===== src/design/sim_pll_pkg.sv =====
`default_nettype none

// shared types for the simulation pll model.
package sim_pll_pkg;

	// time span in picoseconds.
	typedef logic [31:0] period_ps_t;

	// integer ratio of output to reference frequency.
	// zero is not a legal value.
	typedef logic [31:0] multiplier_t;

	// fraction of a picosecond, lsb is 2^-32 ps.
	typedef logic [31:0] frac_t;

	// one whole picosecond expressed in frac_t units.
	localparam real FRAC_SCALE = 4294967296.0;

	// lock detector states.
	typedef enum logic [1:0] {
		LOCK_IDLE     = 2'd0, // no period seen yet.
		LOCK_COUNTING = 2'd1, // counting stable periods.
		LOCK_LOCKED   = 2'd2  // lock reported.
	} lock_state_t;

endpackage

`default_nettype wire


===== src/design/lock_detector.sv =====
`default_nettype none

// reports lock once LOCK_COUNT consecutive period measurements
// agree within TOLERANCE_PS and the multiplier has held still.
module lock_detector import sim_pll_pkg::*; #(
	parameter int LOCK_COUNT   = 4,
	parameter int TOLERANCE_PS = 2
) (
	input  logic        refclk,
	input  logic        rst,
	input  period_ps_t  period_ps,
	input  logic        period_valid,
	input  multiplier_t multiplier,
	output logic        locked
);

	timeunit 1ps;
	timeprecision 1ps;

	localparam int CNT_W = $clog2(LOCK_COUNT + 1);

	lock_state_t state;
	logic [CNT_W-1:0] stable_cnt; // measurements in the current run.
	period_ps_t  last_period;
	multiplier_t last_mult;
	period_ps_t  delta;           // abs change from the last period.
	logic        stable;

	always_comb begin
		delta  = (period_ps > last_period) ? period_ps - last_period
		                                   : last_period - period_ps;
		stable = (delta <= period_ps_t'(TOLERANCE_PS));
	end

	always_ff @(posedge refclk) begin
		if (rst) begin
			state       <= LOCK_IDLE;
			stable_cnt  <= '0;
			last_period <= '0;
			last_mult   <= '0;
		end else begin
			last_mult <= multiplier;
			if (multiplier != last_mult) begin
				state      <= LOCK_IDLE; // ratio changed, start over.
				stable_cnt <= '0;
			end else if (period_valid) begin
				last_period <= period_ps;
				unique case (state)
					LOCK_IDLE: begin
						stable_cnt <= CNT_W'(1); // first of the run.
						state      <= (LOCK_COUNT <= 1) ? LOCK_LOCKED : LOCK_COUNTING;
					end
					LOCK_COUNTING: begin
						if (!stable)
							stable_cnt <= CNT_W'(1); // run restarts here.
						else if (stable_cnt >= CNT_W'(LOCK_COUNT - 1))
							state <= LOCK_LOCKED;
						else
							stable_cnt <= stable_cnt + CNT_W'(1);
					end
					LOCK_LOCKED: begin
						if (!stable) begin
							state      <= LOCK_COUNTING;
							stable_cnt <= CNT_W'(1);
						end
					end
					default: state <= LOCK_IDLE;
				endcase
			end
		end
	end

	assign locked = (state == LOCK_LOCKED);

endmodule

`default_nettype wire


===== config.mk =====
export PLATFORM = sky130hd
export DESIGN_NAME = lock_detector
export DESIGN_NICKNAME = d
export VERILOG_FILES = /design/src/design/sim_pll_pkg.sv /design/src/design/lock_detector.sv
export SDC_FILE = /design/constraint.sdc
export NUM_CORES = 1
export LEC_CHECK = 0
export BUFFER_PORTS_ARGS = -buffer_cell sky130_fd_sc_hd__buf_4
export CAP_MARGIN = 30
export CORE_AREA = 2 2 105 107
export CTS_CLUSTER_SIZE = 24
export DETAILED_ROUTE_END_ITERATION = 10
export DIE_AREA = 0 0 107 109
export PLACE_DENSITY = 0.85
export SYNTH_ARGS = -nofsm -noshare
export SYNTH_HDL_FRONTEND = slang
export SYNTH_SLANG_ARGS = --single-unit

===== constraint.sdc =====
create_clock -name refclk -period 10.55 [get_ports refclk]
set_input_delay 1.055 -clock refclk [delete_from_list [all_inputs] [get_ports refclk]]
set_output_delay 1.055 -clock refclk [all_outputs]
set_load 0.01 [all_outputs]

==> reports/qor.yml <==
worst_setup_path:
  crit_buf_inv: 2
  cpMaxStageDelayCell: "nor4_2"
  max_stage_delay_ns: 0.61
  crit_arrival_ns: 5.02
  crit_path_start_kind: "input pin"
  crit_chain: "buf_4 -> inv_1 -> ha_1 -> a21oi_1 -> o21ai_0 -> a21o_1 -> o2111ai_2 -> and3_4 -> mux2_2 -> a211o_1 -> xor2_1 -> nor4_2 -> a31oi_1 -> o211a_1"
  startpoint: "period_ps[11]"
  cp-end-kind: "flop"
  worstReg2RegStart: "last_period[8]$_SDFFE_PP0P_"
  required_ns: 10.83
  path_max_fanout: 15
  criticalPathCategory: "in2reg"
  path_delay_family: "compound AO/OA/AOI/OAI gates"
synthesis:
  synth_ff_type: "dfxtp_1"
  synthCells: 919
  synth-seq-cells: 69
  synth_area_mm2: 0.00683
  postSynthAreaPerCell_um2: 7.44
  synth-warning-count: 0
  synth_seq_area_share_pct: 20.2
  syn_nets: 1053
  yosysUniqueCellTypes: 89
  synth_async_sr_flop_share_pct: 0
  synth-edff-count: 0
final_layout:
  fillers: 916
  antennaDiodeCount: 0
  areaGrowthSynthToFinish_pct: 9.69
  fin_cells: 1098
  design_area_mm2: 0.00750
  mostFrequentLayoutCells: "a21oi_1 (109), nor2_1 (101), inv_1 (81)"
  drive_above_1_share_pct: 13.3
  final_common_cell: "a21oi_1"
  nets: 1087
floorplan:
  io_pins: 68
  core_mm2: 0.0106
  core.rowCount: 38
  start_util_pct: 64.5
  die_x_um: 107
  dieArea_mm2: 0.0117
  die_h_um: 109
drt:
  vias_per_cell: 6.18
  first_iter_violations: 619
  vias: 6791
  wl_um: 17400
  routedWlPerCell_um: 15.8
  remaining_drc_errors: 0
  antenna_left: 0
  firstDrtPassIters: 5
timing:
  fin_setup_tns_ns: 0
  skew_ns: 0.0147
  slew-limit-headroom_pct: 48.6
  hold_violations: 0
  fmax_ghz: 0.211
  rsz0062_at_grt: "no"
  tightest_slew_ns: 0.751
  setup_viol: 0
  slew_violations: 0
  min_period_ns: 4.74
  fin_crit_sh_pct: 45.0
  hold_slack_ns: 0.507
power:
  power_density_mw_per_mm2: 87.2
  p_leak_uw: 0.00323
  peakVddDrop_mv: 0.0926
global_route:
  track_usage_pct: 30.7
  grt_max_degree: 66
  overflow: 0
  grt_pass1_vias: 6189
  antenna_found_initial: 0
  grt_pass1_wl_um: 28900
clock_tree:
  cts_root_buf: "clkbuf_8"
  clkSinkCount: 69
  cts_buffer_depth: 2
  post-cts-setup-buffer-count: 0
  cts-resized-gates: 0
  cts_hold_buf: 0
  clk_latency_ns: 0.39
  numCtsBuffers: 9
  cts_max_level: 3
  clk_pin_slew_ns: 0.08
  cts_tree: "yes"
hold_path:
  hp-start: "stable_cnt[2]$_SDFFE_PP0P_"
  hold_path.class: "reg2reg"
place:
  port_buffers: 67
  hpwl_um: 13400
  place_inst: 1082
  placed_area_mm2: 0.00730
  gp_congestion: 0.985
run_status:
  status: "completed"
job:
  cap_violations: 0
==> layout make-up <==
| cell class | instances | area (µm²) | area share (%) |
|---|---|---|---|
| Tap cell | 140 | 175 | 2.34 |
| Clock inverter | 7 | 73.8 | 0.985 |
| Multi-Input combinational cell | 723 | 4900 | 65.3 |
| Inverter | 82 | 313 | 4.17 |
| Clock buffer | 9 | 124 | 1.65 |
| Sequential cell | 69 | 1380 | 18.4 |
| Timing Repair Buffer | 68 | 531 | 7.08 |
==> kinds of logic (layout without fill, tap and decap cells) <==
family | count (synthesis) | after routing | synth area share [%]
simple gates | 295 | 295 | 22.7
fa+ha+maj | 67 | 67 | 12.5
compound gates | 296 | 296 | 27.9
flops | 69 | 69 | 20.2
xor+xnor | 56 | 56 | 7.18
mux | 9 | 9 | 1.37
buf+inv | 127 | 166 | 8.15
==> cells in the mapped netlist (7+ instances only) <==
library cell / count / area share (%)
xor2_1: 39 / 5.0
o211ai_1: 7 / 0.77
o21bai_1: 7 / 0.77
nand4_1: 21 / 1.9
nor2_1: 101 / 5.5
buf_2: 12 / 0.88
nand3_1: 16 / 1.2
a211oi_1: 9 / 0.99
nor3_1: 17 / 1.2
buf_4: 12 / 1.3
nand2_1: 50 / 2.7
inv_1: 81 / 4.4
a21o_1: 20 / 2.2
clkbuf_1: 19 / 1.0
dfxtp_1: 69 / 20
nor2b_1: 36 / 3.3
ha_1: 65 / 12
a31oi_1: 13 / 1.2
a21oi_1: 109 / 8.0
xnor2_1: 17 / 2.2
o21ai_0: 52 / 3.8
o21a_1: 9 / 0.99
nor4_1: 12 / 1.1
==> power breakdown <==
part / switching [µW] / leakage (µW) / internal (µW)
clock network: 131 / 0.000101 / 93.4
logic: 92.2 / 0.00256 / 67.7
registers: 2.71 / 0.000565 / 267
==> worst paths after layout <==
check | to | slack, ns | cells after the start
setup / recovery | state[0]$_SDFFE_PP0P_ | 5.81 | 14
setup reg to reg | state[0]$_SDFFE_PP0P_ | 6.28 | 12
hold reg to reg | stable_cnt[2]$_SDFFE_PP0P_ | 0.51 | 2
hold / removal | stable_cnt[2]$_SDFFE_PP0P_ | 0.51 | 2
==> stage by stage <==
| stage | total power, µW | utilization, % | setup slack (ns) |
|---|---|---|---|
| 2_1_floorplan | 386 | - | 6.05 |
| 3_5_place_dp | 432 | 68.8 | 5.50 |
| 5_1_grt | 683 | 70.7 | 5.55 |
| 3_3_place_gp | 430 | 68.6 | 5.59 |
| 6_report | 654 | 70.7 | 5.81 |
| 4_1_cts | 654 | 70.7 | 5.86 |
==> worst register-to-register path: cells and delay by family, from the launching register on <==
family          cells  cell delay [ns]
compound gates      6             1.59
xor+xnor            1             0.17
fa+ha+maj           1             0.59
flops               1             0.33
simple gates        4             1.50
==> flip-flops by register name (all words and copies together), names as in the netlist <==
name         count
last_mult       32
last_period     32
stable_cnt       3
state            2
==> per-layer routing <==
| layer | part of all wire (%) | GRT usage [%] | vias to the layer above |
|---|---|---|---|
| li1 | - | - | 3331 |
| met1 | 44 | 40.2 | 3151 |
| met2 | 46 | 51.0 | 276 |
| met3 | 7.4 | 5.86 | 33 |
| met4 | 2.2 | 10.0 | 0 |
| met5 | 0 | 0 | - |
No activity file was read; power rests on OpenSTA's default activity.
